**src/source/pico_l15_pkg.sv**
```systemverilog
/*
  pico to l1.5 bridge definitions
  interface widths, request, size and return codes, shared structs
*/
`default_nettype none

package pico_l15_pkg;

    // interface widths
    localparam int CORE_ADDR_W = 32;
    localparam int L15_ADDR_W  = 40;
    localparam int WORD_W      = 32;
    localparam int DWORD_W     = 64;
    localparam int WSTRB_W     = 4;
    localparam int AMO_OP_W    = 4;
    localparam int RQTYPE_W    = 5;
    localparam int SIZE_W      = 3;
    localparam int RETTYPE_W   = 4;

    typedef logic [CORE_ADDR_W-1:0] addr32_t;
    typedef logic [L15_ADDR_W-1:0]  addr40_t;
    typedef logic [WORD_W-1:0]      word_t;
    typedef logic [DWORD_W-1:0]     dword_t;
    typedef logic [WSTRB_W-1:0]     wstrb_t;
    typedef logic [AMO_OP_W-1:0]    amo_op_t;
    typedef logic [RQTYPE_W-1:0]    rqtype_t;
    typedef logic [SIZE_W-1:0]      size_t;
    typedef logic [RETTYPE_W-1:0]   rettype_t;

    // atomic opcode for plain loads and stores
    localparam amo_op_t AMO_OP_NONE = '0;

    // l1.5 request types
    localparam rqtype_t RQ_LOAD  = 5'b00000;
    localparam rqtype_t RQ_STORE = 5'b00001;
    localparam rqtype_t RQ_AMO   = 5'b00110;

    // access sizes, zero is left for an illegal strobe pattern
    localparam size_t SZ_1B = 3'b001;
    localparam size_t SZ_2B = 3'b010;
    localparam size_t SZ_4B = 3'b011;

    // l1.5 return types
    localparam rettype_t RET_LOAD      = 4'b0000;
    localparam rettype_t RET_STORE_ACK = 4'b0100;
    localparam rettype_t RET_AMO       = 4'b1110;

    // decoder wait machine
    typedef enum logic {
        ACK_IDLE,
        ACK_WAIT
    } ack_state_e;

    // kind of the request in flight
    typedef enum logic [1:0] {
        KIND_NONE,
        KIND_LOAD,
        KIND_STORE,
        KIND_AMO
    } req_kind_e;

    typedef struct packed {
        rqtype_t rqtype;
        amo_op_t amo_op;
        size_t   size;
        addr40_t address;
        dword_t  data;
        logic    nc;
    } l15_req_t;

    typedef struct packed {
        rettype_t rettype;
        dword_t   data;
    } l15_ret_t;

    // core is little endian, the l1.5 beat is big endian
    function automatic word_t swap_bytes(input word_t w);
        return {w[7:0], w[15:8], w[23:16], w[31:24]};
    endfunction

endpackage

`default_nettype wire

```
**src/source/pico_request_decoder.sv**
```systemverilog
/*
  request decoder
  turns a core memory request into one l1.5 load, store or atomic
  and holds the request valid until the cache acks it
*/
`default_nettype none

module pico_request_decoder (
    input  wire                         clk,
    input  wire                         rst_n,
    input  wire                         mem_valid,
    input  wire pico_l15_pkg::addr32_t  mem_addr,
    input  wire pico_l15_pkg::wstrb_t   mem_wstrb,
    input  wire pico_l15_pkg::word_t    mem_wdata,
    input  wire pico_l15_pkg::amo_op_t  mem_amo_op,
    input  wire                         l15_ack,
    // header ack is not needed, the full ack ends the wait
    input  wire                         l15_header_ack,
    output logic                        new_request,
    output logic                        l15_val,
    output pico_l15_pkg::l15_req_t      l15_req
);

    localparam int EXT_W = pico_l15_pkg::L15_ADDR_W - pico_l15_pkg::CORE_ADDR_W;

    logic                     valid_q;
    logic                     valid_qq;
    pico_l15_pkg::ack_state_e state;
    pico_l15_pkg::ack_state_e state_next;
    pico_l15_pkg::word_t      wdata_swapped;
    logic                     is_store;
    logic                     is_amo;

    // two stage history of the core valid
    always_ff @(posedge clk) begin
        if (!rst_n) begin
            valid_q  <= 1'b0;
            valid_qq <= 1'b0;
        end else begin
            valid_q  <= mem_valid;
            valid_qq <= valid_q;
        end
    end

    // rising edge of the registered valid marks a fresh request
    assign new_request = valid_q & ~valid_qq;

    // ack wins over a new request in the same cycle
    always_comb begin
        state_next = state;
        if (l15_ack) begin
            state_next = pico_l15_pkg::ACK_IDLE;
        end else if (new_request) begin
            state_next = pico_l15_pkg::ACK_WAIT;
        end
    end

    always_ff @(posedge clk) begin
        if (!rst_n) begin
            state <= pico_l15_pkg::ACK_IDLE;
        end else begin
            state <= state_next;
        end
    end

    // idle: only the new request pulse
    // waiting: keep valid up as long as the core does
    assign l15_val = (state == pico_l15_pkg::ACK_WAIT) ? mem_valid : new_request;

    // any strobe means a write, amo opcode turns it into an atomic
    assign is_store = |mem_wstrb;
    assign is_amo   = is_store && (mem_amo_op != pico_l15_pkg::AMO_OP_NONE);

    assign wdata_swapped = pico_l15_pkg::swap_bytes(mem_wdata);

    // request fields, all zero while the core is idle
    always_comb begin
        l15_req = '0;
        if (mem_valid) begin
            l15_req.amo_op  = mem_amo_op;
            // sign extend into the 40 bit space
            l15_req.address = {{EXT_W{mem_addr[pico_l15_pkg::CORE_ADDR_W-1]}}, mem_addr};
            // upper half of the space is io, atomics bypass the cache too
            l15_req.nc      = mem_addr[pico_l15_pkg::CORE_ADDR_W-1] | is_amo;
            if (is_store) begin
                l15_req.rqtype = is_amo ? pico_l15_pkg::RQ_AMO : pico_l15_pkg::RQ_STORE;
                // word copied into both halves, the cache picks by address
                l15_req.data   = {wdata_swapped, wdata_swapped};
                case (mem_wstrb)
                    4'b1111: begin
                        l15_req.size = pico_l15_pkg::SZ_4B;
                    end
                    4'b1100, 4'b0011: begin
                        l15_req.size = pico_l15_pkg::SZ_2B;
                    end
                    4'b1000, 4'b0100, 4'b0010, 4'b0001: begin
                        l15_req.size = pico_l15_pkg::SZ_1B;
                    end
                    default: begin
                        // unaligned or split strobes, not a legal access
                        l15_req.size = '0;
                    end
                endcase
            end else begin
                // loads always fetch the full word
                l15_req.rqtype = pico_l15_pkg::RQ_LOAD;
                l15_req.size   = pico_l15_pkg::SZ_4B;
            end
        end
    end

endmodule

`default_nettype wire

```
**src/source/pico_request_tracker.sv**
```systemverilog
/*
  request tracker
  keeps the kind and word lane of the single request in flight
*/
`default_nettype none

module pico_request_tracker (
    input  wire                          clk,
    input  wire                          rst_n,
    input  wire                          new_request,
    input  wire pico_l15_pkg::wstrb_t    mem_wstrb,
    input  wire pico_l15_pkg::amo_op_t   mem_amo_op,
    input  wire                          addr_bit2,
    input  wire                          mem_ready,
    output pico_l15_pkg::req_kind_e      kind,
    output logic                         lane_low
);

    pico_l15_pkg::req_kind_e kind_new;

    // same classification the decoder applies to the live inputs
    always_comb begin
        if (mem_wstrb == '0) begin
            kind_new = pico_l15_pkg::KIND_LOAD;
        end else if (mem_amo_op != pico_l15_pkg::AMO_OP_NONE) begin
            kind_new = pico_l15_pkg::KIND_AMO;
        end else begin
            kind_new = pico_l15_pkg::KIND_STORE;
        end
    end

    // kind lives from the new request until the core sees ready
    always_ff @(posedge clk) begin
        if (!rst_n) begin
            kind <= pico_l15_pkg::KIND_NONE;
        end else if (new_request) begin
            kind <= kind_new;
        end else if (mem_ready) begin
            kind <= pico_l15_pkg::KIND_NONE;
        end
    end

    // address bit 2 set means the low half of the big endian beat
    always_ff @(posedge clk) begin
        if (new_request) begin
            lane_low <= addr_bit2;
        end
    end

endmodule

`default_nettype wire

```
**src/source/pico_response_encoder.sv**
```systemverilog
/*
  response encoder
  acks each l1.5 return at once and hands the core its read word
  together with a one cycle ready pulse
*/
`default_nettype none

module pico_response_encoder (
    input  wire                          clk,
    input  wire                          rst_n,
    input  wire                          ret_val,
    input  wire pico_l15_pkg::l15_ret_t  l15_ret,
    input  wire pico_l15_pkg::req_kind_e kind,
    input  wire                          lane_low,
    output logic                         ret_ack,
    output logic                         mem_ready,
    output pico_l15_pkg::word_t          mem_rdata
);

    pico_l15_pkg::word_t ret_word;
    pico_l15_pkg::word_t rdata_next;
    logic                has_data;

    // the bridge never stalls the return path
    assign ret_ack = ret_val;

    // loads and atomics carry data back, a store ack does not
    assign has_data = (kind == pico_l15_pkg::KIND_LOAD) ||
                      (kind == pico_l15_pkg::KIND_AMO);

    // pick the addressed word out of the 64 bit beat
    always_comb begin
        if (lane_low) begin
            ret_word = l15_ret.data[pico_l15_pkg::WORD_W-1:0];
        end else begin
            ret_word = l15_ret.data[pico_l15_pkg::DWORD_W-1:pico_l15_pkg::WORD_W];
        end
    end

    // back to core byte order, zero for stores
    always_comb begin
        if (has_data) begin
            rdata_next = pico_l15_pkg::swap_bytes(ret_word);
        end else begin
            rdata_next = '0;
        end
    end

    // ready follows the return by one cycle
    always_ff @(posedge clk) begin
        if (!rst_n) begin
            mem_ready <= 1'b0;
        end else begin
            mem_ready <= ret_val;
        end
    end

    // read data lands together with ready and holds until the next return
    always_ff @(posedge clk) begin
        if (ret_val) begin
            mem_rdata <= rdata_next;
        end
    end

endmodule

`default_nettype wire

```
**src/source/pico_l15_bridge.sv**
```systemverilog
/*
  pico to l1.5 bridge top
  request decoder, in-flight tracker and response encoder
*/
`default_nettype none

module pico_l15_bridge (
    input  wire                          clk,
    input  wire                          rst_n,
    // core memory port
    input  wire                          mem_valid,
    input  wire pico_l15_pkg::addr32_t   mem_addr,
    input  wire pico_l15_pkg::wstrb_t    mem_wstrb,
    input  wire pico_l15_pkg::word_t     mem_wdata,
    input  wire pico_l15_pkg::amo_op_t   mem_amo_op,
    output logic                         mem_ready,
    output pico_l15_pkg::word_t          mem_rdata,
    // l1.5 request side
    output logic                         l15_val,
    output pico_l15_pkg::l15_req_t       l15_req,
    input  wire                          l15_ack,
    input  wire                          l15_header_ack,
    // l1.5 return side
    input  wire                          ret_val,
    input  wire pico_l15_pkg::l15_ret_t  l15_ret,
    output logic                         ret_ack
);

    logic                    new_request;
    pico_l15_pkg::req_kind_e kind;
    logic                    lane_low;

    pico_request_decoder u_decoder (
        .clk            (clk),
        .rst_n          (rst_n),
        .mem_valid      (mem_valid),
        .mem_addr       (mem_addr),
        .mem_wstrb      (mem_wstrb),
        .mem_wdata      (mem_wdata),
        .mem_amo_op     (mem_amo_op),
        .l15_ack        (l15_ack),
        .l15_header_ack (l15_header_ack),
        .new_request    (new_request),
        .l15_val        (l15_val),
        .l15_req        (l15_req)
    );

    // only address bit 2 matters once the request is accepted
    pico_request_tracker u_tracker (
        .clk         (clk),
        .rst_n       (rst_n),
        .new_request (new_request),
        .mem_wstrb   (mem_wstrb),
        .mem_amo_op  (mem_amo_op),
        .addr_bit2   (mem_addr[2]),
        .mem_ready   (mem_ready),
        .kind        (kind),
        .lane_low    (lane_low)
    );

    pico_response_encoder u_encoder (
        .clk       (clk),
        .rst_n     (rst_n),
        .ret_val   (ret_val),
        .l15_ret   (l15_ret),
        .kind      (kind),
        .lane_low  (lane_low),
        .ret_ack   (ret_ack),
        .mem_ready (mem_ready),
        .mem_rdata (mem_rdata)
    );

endmodule

`default_nettype wire

```
**config.mk**
```make
export PLATFORM = sky130hd
export DESIGN_NAME = pico_l15_bridge
export DESIGN_NICKNAME = d
export VERILOG_FILES = /design/src/source/pico_l15_pkg.sv /design/src/source/pico_request_decoder.sv /design/src/source/pico_request_tracker.sv /design/src/source/pico_response_encoder.sv /design/src/source/pico_l15_bridge.sv
export SDC_FILE = /design/constraint.sdc
export NUM_CORES = 1
export LEC_CHECK = 0
export ABC_AREA = 1
export BUFFER_PORTS_ARGS = -buffer_cell sky130_fd_sc_hd__buf_2
export CORE_AREA = 2 2 115 117
export CTS_BUF_LIST = sky130_fd_sc_hd__clkbuf_4 sky130_fd_sc_hd__clkbuf_8
export CTS_CLUSTER_DIAMETER = 50
export CTS_CLUSTER_SIZE = 25
export DETAILED_ROUTE_END_ITERATION = 12
export DIE_AREA = 0 0 117 119
export PLACE_DENSITY = 0.68
export SLEW_MARGIN = 20
export SYNTH_ARGS = -nofsm -noshare
export SYNTH_HDL_FRONTEND = slang
export SYNTH_HIERARCHICAL = 1
export SYNTH_SLANG_ARGS = --single-unit
```
**constraint.sdc**
```tcl
create_clock -name clk -period 1.1 [get_ports clk]
set_input_delay 0.055 -clock clk [delete_from_list [all_inputs] [get_ports clk]]
set_output_delay 0.055 -clock clk [all_outputs]
set_load 0.05 [all_outputs]
```
# --- After elaboration in Yosys (flattened, before gate mapping) ---
# Index checks and enable logic that the tools add are counted.
op_classes:
  eq_ne: 9
  mux: 12
  bitwise_logic: 4
  reduce_logical: 9
ops:
  columns: ["op", "n"]
  rows:
  - ["$mux 117", 1]
  - ["$mux 64", 1]
  - ["$mux 32", 1]
  - ["$eq 4x4->1 const B", 3]
  - ["$eq 4x2->1 const B", 2]
  - ["$mux 2", 4]
  - ["$reduce_or 4->1", 2]
  - ["$pmux 2 s3", 1]
  - ["$mux 5", 1]
  - ["$eq 4x1->1 const B", 1]
  - ["$eq 4x3->1 const B", 1]
  - ["$logic_not 4->1", 1]
  - ["$reduce_bool 4->1", 1]
  - ["$reduce_or 2->1", 2]
  - ["$mux 3", 1]
  - ["$eq 2x1->1 const B", 1]
  - ["$eq 2x2->1 const B", 1]
  - ["$mux 1", 2]
  - ["$not 1->1", 2]
  - ["$reduce_bool 2->1", 1]
  - ["$and 1x1->1", 1]
  - ["$logic_and 1x1->1", 1]
  - ["$logic_or 1x1->1", 1]
  - ["$or 1x1->1", 1]
totals:
  register_bits: 39

# --- Logic depth before layout (Yosys ltp) ---
# Gate-level depths: netlist of the first run.
logic_depth:
  depth_word: 5
  depth_mapped: 6
  depth_no_buf: 6

# --- Modules after synthesis ---
# Netlist of the first run, hierarchy kept.
modules_own_cells:
  columns: ["mod", "instances", "cells_per_inst", "area_per_inst_um2", "seq_area_each_um2"]
  rows:
  - ["pico_response_encoder", 1, 206, 1690.4, 980.9]
  - ["pico_request_decoder", 1, 225, 1112.3, 60.1]
  - ["pico_request_tracker", 1, 23, 156.4, 70.1]

# --- Worst setup path after synthesis of the first run ---
# Ideal clock, no wire load.
synth_timing:
  path_kind: "input to output"
  from: "input port mem_valid"
  to: "output port l15_req[35] (netlist name)"
  arrival_time_ns: 1.411
  required_time_ns: 1.045
  slack_ns: -0.366
  path_stages: 5
  n_path_buf: 3
  cell_sequence: "buf_2 > nand2_4 > buf_6 > nor2_1 > buf_4"
synth_lines:
  columns: ["element", "line_no", "source"]
  rows:
  - ["from (decl)", "pico_l15_bridge.sv:11", "input wire mem_valid,"]
  - ["to (decl)", "pico_l15_bridge.sv:20", "output pico_l15_pkg::l15_req_t l15_req,"]

# --- Worst setup path after layout of the first run ---
layout_timing:
  from: "register u_decoder.valid_q"
  to: "output port l15_val"
layout_between:
  elab_chain_cells: 2
layout_rtl:
  columns: ["element", "line_no", "source"]
  rows:
  - ["from (decl)", "pico_request_decoder.sv:26", "logic valid_q;"]
  - ["from (signal assigned)", "pico_request_decoder.sv:40", "valid_q <= mem_valid;"]
  - ["$and 1x1->1", "pico_request_decoder.sv:46", "assign new_request = valid_q & ~valid_qq;"]
  - ["named net new_request", "pico_l15_bridge.sv:29", "logic new_request;"]
  - ["$mux 1", "pico_request_decoder.sv:68", "assign l15_val = (state == pico_l15_pkg::ACK_WAIT) ? mem_valid : new_request;"]
  - ["to (decl)", "pico_l15_bridge.sv:19", "output logic l15_val,"]
# The timed path passes the listed nets, and every way through them passes these cells.

==> results of run 1 <==
-- cell usage in the layout, fill, tap and decap left out, types with 2 or more instances in the layout --
cell and n:
nor2_2 28, a21oi_2 2, buf_6 5, buf_4 23, edfxtp_1 33, diode_2 2, inv_2 3, nor2_1 42
clkbuf_16 6, buf_12 18, clkbuf_8 5, nand2_4 7, nand2_2 10, inv_1 111, dlygate4sd3_1 2, buf_2 264
conb_1 3, dfxtp_1 4, nor2_4 38, nand2_1 100, o21ai_0 2, bufinv_16 2
-- power by group through the flow --
| stage | Sequential (mW) | Clock [mW] | Combinational (mW) |
|---|---|---|---|
| 3_5_place_dp | 1.71 | 0 | 2.38 |
| 2_1_floorplan | 1.95 | 0 | 1.51 |
| 4_1_cts | 1.68 | 1.44 | 2.40 |
| 5_1_grt | 1.68 | 1.50 | 2.71 |
| 3_3_place_gp | 1.70 | 0 | 2.38 |
| 6_report | 1.68 | 1.39 | 2.56 |
-- layout make-up --
type	instances	area share
multi-input cells	236	0.254
flip-flops and latches	38	0.205
clock inverters	3	0.0120
repair buffers	319	0.393
clock buffers	5	0.0129
inverters	115	0.0816
diodes	2	0.000938
well taps	176	0.0413
-- repair_timing --
item / CTS / global route
resized for setup: 7 / 96
hold buffers: 2 / 0
pin swaps: 2 / 26
hold endpoints to repair: 2 / 0
setup buffers: 1 / 2
cloned: 0 / 9
setup endpoints to repair: 1 / 74
-- through the flow --
step	total power [mW]	worst slack (ns)	hold WS, ns	instance area (um^2)
global placement	4.08	0.0289	0.221	4700
detailed placement	4.08	0.00972	0.228	4700
CTS	5.52	-0.0806	0.00827	4880
global route	5.89	-0.117	0.0137	5340
floorplan	3.46	-0.215	0.131	3230
finish	5.63	-0.0621	0.0204	5340
-- worst max-delay path: cells and delay by family, from the launching register on --
family | cells | cell delay [ns]
buffers and inverters | 2 | 0.21
DFF | 1 | 0.34
AOI/OAI and AO/OA | 1 | 0.11
and+or+nand+nor | 2 | 0.16
-- how the worst max path moves through the flow --
| stage | from | endpoint | slack, ns | cells past startpoint |
|---|---|---|---|---|
| after floorplan | mem_wstrb[0] | l15_req[33] | -0.22 | 5 |
| after global placement | u_tracker/lane_low | u_encoder/mem_rdata[30] | 0.03 | 4 |
| after detailed placement | u_tracker/lane_low | u_encoder/mem_rdata[30] | 0.01 | 3 |
| after CTS | u_decoder/valid_q | l15_val | -0.08 | 5 |
| after global routing | u_decoder/valid_q | l15_val | -0.12 | 5 |
| final | u_decoder/valid_q | l15_val | -0.06 | 5 |
-- sequential cells by signal (all words and copies together), names as in the netlist --
register             count
u_decoder/state          1
u_decoder/valid_q        1
u_tracker/kind           1
u_encoder/mem_ready      1
u_tracker/lane_low       1
u_encoder/mem_rdata     32
u_decoder/valid_qq       1
-- metal layers --
metal  vias up  global-route usage
met3        11              0.0473
met1      1497               0.160
met5         -                   0
li1       1746                   -
met2       173               0.286
met4         2              0.0485
==> flow_summary.json, run 1 <==
{
  "status": "complete, but fails checks",
  "violations": "negative setup slack",
  "grt.total_usage": 0.153,
  "num_vias": 3429,
  "drt-vias-per-instance": 3.84,
  "io_pins": 298,
  "yosysWarnings": 6,
  "finClkSkew_ns": 0.00308,
  "crit_fanout": 2,
  "drcViolationCount": 0,
  "grt_pass1_wl_mm": 16.4,
  "place_hpwl_mm": 9.53,
  "hold_viol": 0,
  "drv_slew": 0,
  "multiInputGateArea_um2": 1360,
  "worstPathArrival_ns": 1.11,
  "root_buffer": "clkbuf_8",
  "setup_ws_ns": -0.0621,
  "met2WireLength_mm": 6.41,
  "rsz0062_at_grt": "yes",
  "routed_wl_mm": 12.1,
  "fin_nets": 861,
  "grt_max_degree": 44,
  "die_area_um2": 13900,
  "clock_path_buffers": 2,
  "p_per_area_nw_per_um2": 1050,
  "regToRegSetupSlack_ns": -0.06,
  "slowest_delay_ns": 0.34,
  "fp.dieW_um": 117,
  "fill_cells": 1345,
  "crit_chain": "inv_2 -> nor2_4 -> nor2_4 -> a21oi_4 -> buf_6",
  "p_int_mw": 3.32,
  "timing.fmax_ghz": 0.861,
  "final_cell_count_no_fill": 894,
  "layout_min_cycle_time_ns": 1.16,
  "setup-violations-final": 28,
  "pwr-share-seq": 0.298,
  "crit_required_ns": 1.04,
  "wl_per_cell_um": 13.5,
  "worstHoldStart": "rst_n",
  "dr.first_iter.drc_count": 115,
  "m1WireLength_mm": 4.35,
  "clkPwrFrac": 0.247,
  "end_kind": "output port",
  "p_switching_mw": 2.31,
  "r2r_start": "u_tracker/lane_low",
  "hold_path_class": "in -> reg",
  "io_buffers": 289,
  "clk_pin_slew_ns": 0.07,
  "die_h_um": 119,
  "num_rows": 42,
  "place_inst": 870,
  "clk_latency_ns": 0.28,
  "grt_pass1_vias": 3107,
  "layout-drive-gt1-share": 0.581,
  "hold_end": "u_encoder/mem_ready",
  "syn_inst": 450,
  "gr-total-overflow": 0,
  "worstSetupPathType": "reg -> out",
  "critPathMostFrequentCell": "nor2_4",
  "fin_crit_sh": 1.06,
  "syn_avg_cell_area_um2": 6.50,
  "holdPathStages": 3,
  "rr_worst_depth": 4,
  "wl_met3_mm": 1.14,
  "rr_endpoint": "u_encoder/mem_rdata[30]",
  "core-area_um2": 12900,
  "numCtsBuffers": 5,
  "drtPass1Iterations": 6,
  "critPathLaunchType": "register",
  "ff_latch_area_um2": 1090,
  "cts.sinks": 38,
  "cts_max_level": 2,
  "ir_worst_vdd_mv": 0.560,
  "p_comb_frac": 0.455,
  "gp_congestion": 0.788,
  "finalSetupTns_ns": -0.873,
  "ant_nets": 0,
  "crit_slowest_cell": "dfxtp_2",
  "p_leak_nw": 3.21,
  "start_util": 0.227,
  "syn_to_final_growth_pct": 82.4,
  "netlist_area_um2": 2930,
  "topRoutingLayerUsed": "met5",
  "drv_cap": 0,
  "switching_share": 0.409,
  "cts_tree": "built",
  "final_util": 0.414,
  "antenna_found_initial": 3
}
(Power assumes the default switching activity.)
==> run 2, diff against run 1 <==
- ABC_AREA: 1 -> unset
- CORE_AREA: 2 2 115 117 -> 2 2 117 119
- DIE_AREA: 0 0 117 119 -> 0 0 119 121
- PLACE_DENSITY: 0.68 -> 0.65
- REMOVE_ABC_BUFFERS: unset -> 1
==> run 2 against run 1 <==
Compared with the run above: the flow still finishes with violations (negative setup slack); hold slack better by 0.021 ns; clock skew increased by 0.0036 ns; sequential share of layout area up 0.74 points; combinational power rose by 2%; setup slack got worse by 0.057 ns; flip-flop and latch count is the same; final cell count fell by 21%; power down 7.7%; clock-buffer cell count is 1 higher; die area increased by 3.4%; critical path depth is 1 lower; critical endpoint is now u_encoder/mem_rdata[31]; largest cell class unchanged.
==> flow_summary.json, run 2 <==
{
  "p_leak_nw": 2.61,
  "io_buffers": 289,
  "fp.dieW_um": 119,
  "clk_pin_slew_ns": 0.07,
  "regToRegSetupSlack_ns": -0.12,
  "clk_latency_ns": 0.29,
  "p_per_area_nw_per_um2": 1010,
  "rsz0062_at_grt": "yes",
  "grt_pass1_vias": 2897,
  "worstHoldStart": "rst_n",
  "num_vias": 2854,
  "die_h_um": 121,
  "violations": "negative setup slack",
  "largest_reg_flops": 32,
  "worstPathArrival_ns": 1.26,
  "timing.fmax_ghz": 0.820,
  "holdPathStages": 2,
  "num_rows": 42,
  "rr_endpoint": "u_encoder/mem_rdata[31]",
  "clock_path_buffers": 2,
  "drt-vias-per-instance": 4.05,
  "postPlaceCellArea_um2": 4210,
  "cts_max_level": 2,
  "r2r_start": "u_tracker/lane_low",
  "critPathLaunch": "u_tracker/lane_low",
  "core-area_um2": 13100,
  "p_int_mw": 3.07,
  "drcViolationCount": 0,
  "numCtsBuffers": 5,
  "cts.sinks": 38,
  "regMostFlops": "u_encoder/mem_rdata",
  "final_cell_area_um2": 5150,
  "final_common_cell": "buf_2",
  "dr.first_iter.drc_count": 61,
  "hold_end": "u_decoder/valid_q",
  "ir_worst_vdd_mv": 0.522,
  "grt_pass1_wl_mm": 16.4,
  "root_buffer": "clkbuf_8",
  "switching_share": 0.410,
  "netlist_area_um2": 2780,
  "yosysWarnings": 6,
  "drv_slew": 0,
  "critPathLaunchType": "register",
  "worstSetupPathType": "reg -> reg",
  "clkPwrFrac": 0.178,
  "end_kind": "register",
  "finClkSkew_ns": 0.00664,
  "status": "complete, but fails checks",
  "cts_tree": "built",
  "layout_min_cycle_time_ns": 1.22,
  "syn_to_final_growth_pct": 85.5,
  "layout-drive-gt1-share": 0.710,
  "drv_cap": 0,
  "gr-total-overflow": 0,
  "finalSetupTns_ns": -3.39,
  "layout_common_cells": "buf_2, buf_6, and2_1",
  "place_ws_ns": -0.267,
  "wl_per_cell_um": 16.7,
  "start_util": 0.212,
  "whs_ns": 0.0413,
  "syn_inst": 254,
  "syn_avg_cell_area_um2": 10.9,
  "grt.total_usage": 0.151,
  "fin_nets": 672,
  "grt_max_degree": 34,
  "io_pins": 298,
  "rr_worst_depth": 4,
  "setup-violations-final": 52,
  "p_switching_mw": 2.13,
  "die_area_um2": 14400,
  "place_hpwl_mm": 8.34,
  "hold_viol": 0,
  "fin_crit_sh": 1.11,
  "ant_nets": 0,
  "crit_required_ns": 1.14,
  "final_util": 0.394,
  "antenna_found_initial": 4,
  "drtPass1Iterations": 4,
  "setup_ws_ns": -0.119,
  "pwr-share-seq": 0.322,
  "routed_wl_mm": 11.8,
  "p_comb_frac": 0.500,
  "hold_path_class": "in -> reg",
  "crit_fanout": 7,
  "gp_congestion": 0.797
}
[run 2: cell count changes in the layout (fill, tap and decap cells not counted), moves of 10 or more]
| cell | change |
|---|---|
| inv_1 | -110 |
| nand2_1 | -100 |
| buf_2 | -67 |
| buf_6 | +61 |
| nor2_1 | -42 |
| and2_1 | +38 |
| nor2_4 | -37 |
| and2_4 | +33 |
| nor2b_1 | +32 |
| mux2i_1 | +28 |
| nor2_2 | -28 |
| nand2_2 | -10 |
[run 2: worst max-delay path, cell delays in order, from the launching register on]
cell	delay, ns
edfxtp_1	0.39
buf_4	0.17
clkbuf_16	0.17
mux2i_1	0.16
nor2b_1	0.07
[run 2: cell type report]
| type | count | area, um^2 |
|---|---|---|
| antenna | 1 | 2.50 |
| clock buffer | 6 | 76.3 |
| clock inverter | 2 | 8.76 |
| fill | 1292 | 7940 |
| inverter | 1 | 3.75 |
| multi-input combinational | 163 | 1420 |
| sequential | 38 | 1090 |
| tap | 176 | 220 |
| timing repair buffer | 317 | 2330 |
[run 2: worst max path at each step]
stage          slack (ns)                      end  cells after the start
2_1_floorplan       -2.50               l15_req[0]                      2
4_1_cts             -0.13                  l15_val                      3
3_5_place_dp        -0.27              l15_req[33]                      4
6_report            -0.12  u_encoder/mem_rdata[31]                      4
5_1_grt             -0.16   u_encoder/mem_rdata[2]                      4
3_3_place_gp        -0.26              l15_req[64]                      4
[run 2: repair_timing]
action / 4_1_cts / 5_1_grt
cloned: 5 / 2
hold endpoints to repair: 2 / 0
resized for setup: 174 / 28
pin swaps: 35 / 0
hold buffers: 2 / 0
endpoints found under the setup margin: 101 / 111
setup buffers: 4 / 2
[run 2: power groups by stage]
stage                     registers (mW)  clock network (mW)  logic, mW
final                               1.67               0.925       2.60
after detailed placement            1.70                   0       2.19
after global placement              1.70                   0       2.19
after floorplan                     1.98                   0       1.18
after CTS                           1.67               0.976       2.54
after global routing                1.68                1.02       2.72
[run 2: stage by stage]
step | total power [mW] | std cells
final | 5.20 | 704
after global routing | 5.41 | 703
after CTS | 5.19 | 699
after detailed placement | 3.90 | 680
after global placement | 3.89 | 680
after floorplan | 3.15 | 197
[run 2: layer usage]
metal / global-route usage / vias up / wire, um
met1: 0.170 / 1293 / 4480
li1: - / 1362 / -
met4: 0.0469 / 2 / 214
met3: 0.0686 / 16 / 1460
met5: 0 / - / 11
met2: 0.255 / 181 / 5610
==> run 3, diff against run 2 <==
--- a/config.mk
+++ b/config.mk
@@ -15,4 +15,5 @@
 export PLACE_DENSITY = 0.65
 export REMOVE_ABC_BUFFERS = 1
+export SKIP_CTS_REPAIR_TIMING = 1
 export SLEW_MARGIN = 20
 export SYNTH_ARGS = -nofsm -noshare
==> constraint.sdc (replaced) <==
create_clock -name clk -period 1.1 [get_ports clk]
set_input_delay 0.055 -clock clk [delete_from_list [all_inputs] [get_ports clk]]
set_output_delay 0.055 -clock clk [all_outputs]
set_load 0.1 [all_outputs]
==> run 3 against run 2 <==
Compared with the run above: the run still ends with negative setup slack left; global-route usage up 0.30 points; power increased by 39%; critical path depth rose by 1; clock power up 8%; highest routed layer unchanged.
==> flow_summary.json, run 3 (same netlist as run 2, synthesis figures left out) <==
{
  "fp.dieW_um": 119,
  "worstPathArrival_ns": 1.25,
  "num_vias": 2852,
  "setup-violations-final": 97,
  "wl_per_cell_um": 17.6,
  "crit_required_ns": 1.04,
  "grt_pass1_vias": 2896,
  "grt_max_degree": 33,
  "drv_slew": 0,
  "place_hpwl_mm": 9.57,
  "gr-total-overflow": 0,
  "root_buffer": "clkbuf_8",
  "regMostFlops": "u_encoder/mem_rdata",
  "ant_nets": 0,
  "path_buf_inv": 3,
  "violations": "negative setup slack",
  "status": "complete, but fails checks",
  "fin_crit_sh": 1.19,
  "io_pins": 298,
  "p_leak_nw": 3.05,
  "crit_chain": "buf_8 -> o41a_4 -> clkbuf_16 -> and2_4 -> buf_12",
  "worstSetupPathType": "in -> out",
  "timing.fmax_ghz": 0.766,
  "ir_worst_vdd_mv": 0.535,
  "rsz0062_at_grt": "yes",
  "cts_max_level": 2,
  "crit_fanout": 6,
  "crit_slowest_cell": "o41a_4",
  "die_h_um": 121,
  "setup_ws_ns": -0.206,
  "final_common_cell": "buf_2",
  "layout-drive-gt1-share": 0.717,
  "routed_wl_mm": 12.4,
  "drcViolationCount": 0,
  "antenna_found_initial": 2,
  "end_kind": "output port",
  "start_util": 0.212,
  "fin_nets": 671,
  "largest_reg_flops": 32,
  "slowest_delay_ns": 0.57,
  "dr.first_iter.drc_count": 62,
  "hold_path_class": "in -> reg",
  "cts_tree": "built",
  "core-area_um2": 13100,
  "hold_viol": 0,
  "clk_pin_slew_ns": 0.07,
  "layout_common_cells": "buf_2, buf_12, and2_1",
  "p_per_area_nw_per_um2": 1080,
  "final_util": 0.509,
  "grt_pass1_wl_mm": 16.8,
  "critPathLaunchType": "input pin",
  "clock_path_buffers": 2,
  "die_area_um2": 14400,
  "drtPass1Iterations": 4,
  "numCtsBuffers": 5,
  "multiInputGateArea_um2": 1350,
  "num_rows": 42,
  "grt.total_usage": 0.154,
  "cts.sinks": 38,
  "ff_latch_area_um2": 1090,
  "finClkSkew_ns": 0.00320,
  "io_buffers": 289,
  "drv_cap": 0,
  "layout_min_cycle_time_ns": 1.31,
  "drt-vias-per-instance": 4.06,
  "fill_cells": 1114,
  "clk_latency_ns": 0.28,
  "gp_congestion": 0.767,
  "cp_top_family": "compound AO/OA/AOI/OAI gates",
  "syn_to_final_growth_pct": 140,
  "finalSetupTns_ns": -15.24
}
run 3: cell types whose count changed in the layout (fill, tap and decap cells not counted), moves of 2 or more:
cell,previous run,this run
buf_12,9,140
buf_6,66,8
buf_2,197,143
buf_4,26,14
buf_8,8,1
mux2i_2,2,8
mux2i_1,28,24
clkbuf_16,1,4
o41a_4,6,3
mux2i_4,2,0
run 3: where the power goes:
group / switching [mW] / leakage [nW] / total (mW) / internal, mW
Sequential: 0.0456 / 0.379 / 1.70 / 1.65
Combinational: 2.93 / 2.62 / 4.53 / 1.60
Clock: 0.445 / 0.0523 / 1.00 / 0.560
run 3: worst paths after layout:
check                                         from                 endpoint  slack, ns  cells past startpoint
worst min-delay path                       l15_ack          u_decoder/state       0.01                      3
worst max register to register  u_tracker/lane_low  u_encoder/mem_rdata[31]      -0.19                      4
worst max-delay path                  mem_wstrb[2]              l15_req[23]      -0.21                      5
worst min register to register   u_decoder/valid_q       u_decoder/valid_qq       0.48                      1
run 3: layer usage:
layer,vias to the layer above,global-route usage,share of wire
li1,1348,-,-
met3,8,0.0921,0.13
met2,177,0.251,0.50
met4,2,0.0335,0.0084
met5,-,0,0.0010
met1,1317,0.172,0.36
run 3: layout make-up:
type | count | area share
Inverter | 1 | 0.000563
Timing Repair Buffer | 319 | 0.585
Tap cell | 176 | 0.0330
Multi-Input combinational cell | 160 | 0.203
Clock buffer | 8 | 0.0146
Antenna cell | 1 | 0.000375
Sequential cell | 38 | 0.164
run 3: through the flow:
| stage | power, mW | cell area, um^2 | std cells | setup slack [ns] | hold WS (ns) |
|---|---|---|---|---|---|
| 2_1_floorplan | 4.32 | 2310 | 197 | -5.77 | 0.110 |
| 3_3_place_gp | 6.08 | 6190 | 680 | -0.235 | 0.252 |
| 3_5_place_dp | 6.10 | 6190 | 680 | -0.249 | 0.255 |
| 4_1_cts | 7.13 | 6290 | 688 | -0.299 | -0.0528 |
| 5_1_grt | 7.45 | 6660 | 702 | -0.225 | 0.0213 |
| 6_report | 7.23 | 6670 | 703 | -0.206 | 0.0126 |
run 3: worst reg2reg max path, stage by stage (launching register included):
cell and delay [ns]:
edfxtp_1 0.45, buf_6 0.17, buf_12 0.14, mux2i_1 0.20, nor2b_1 0.09
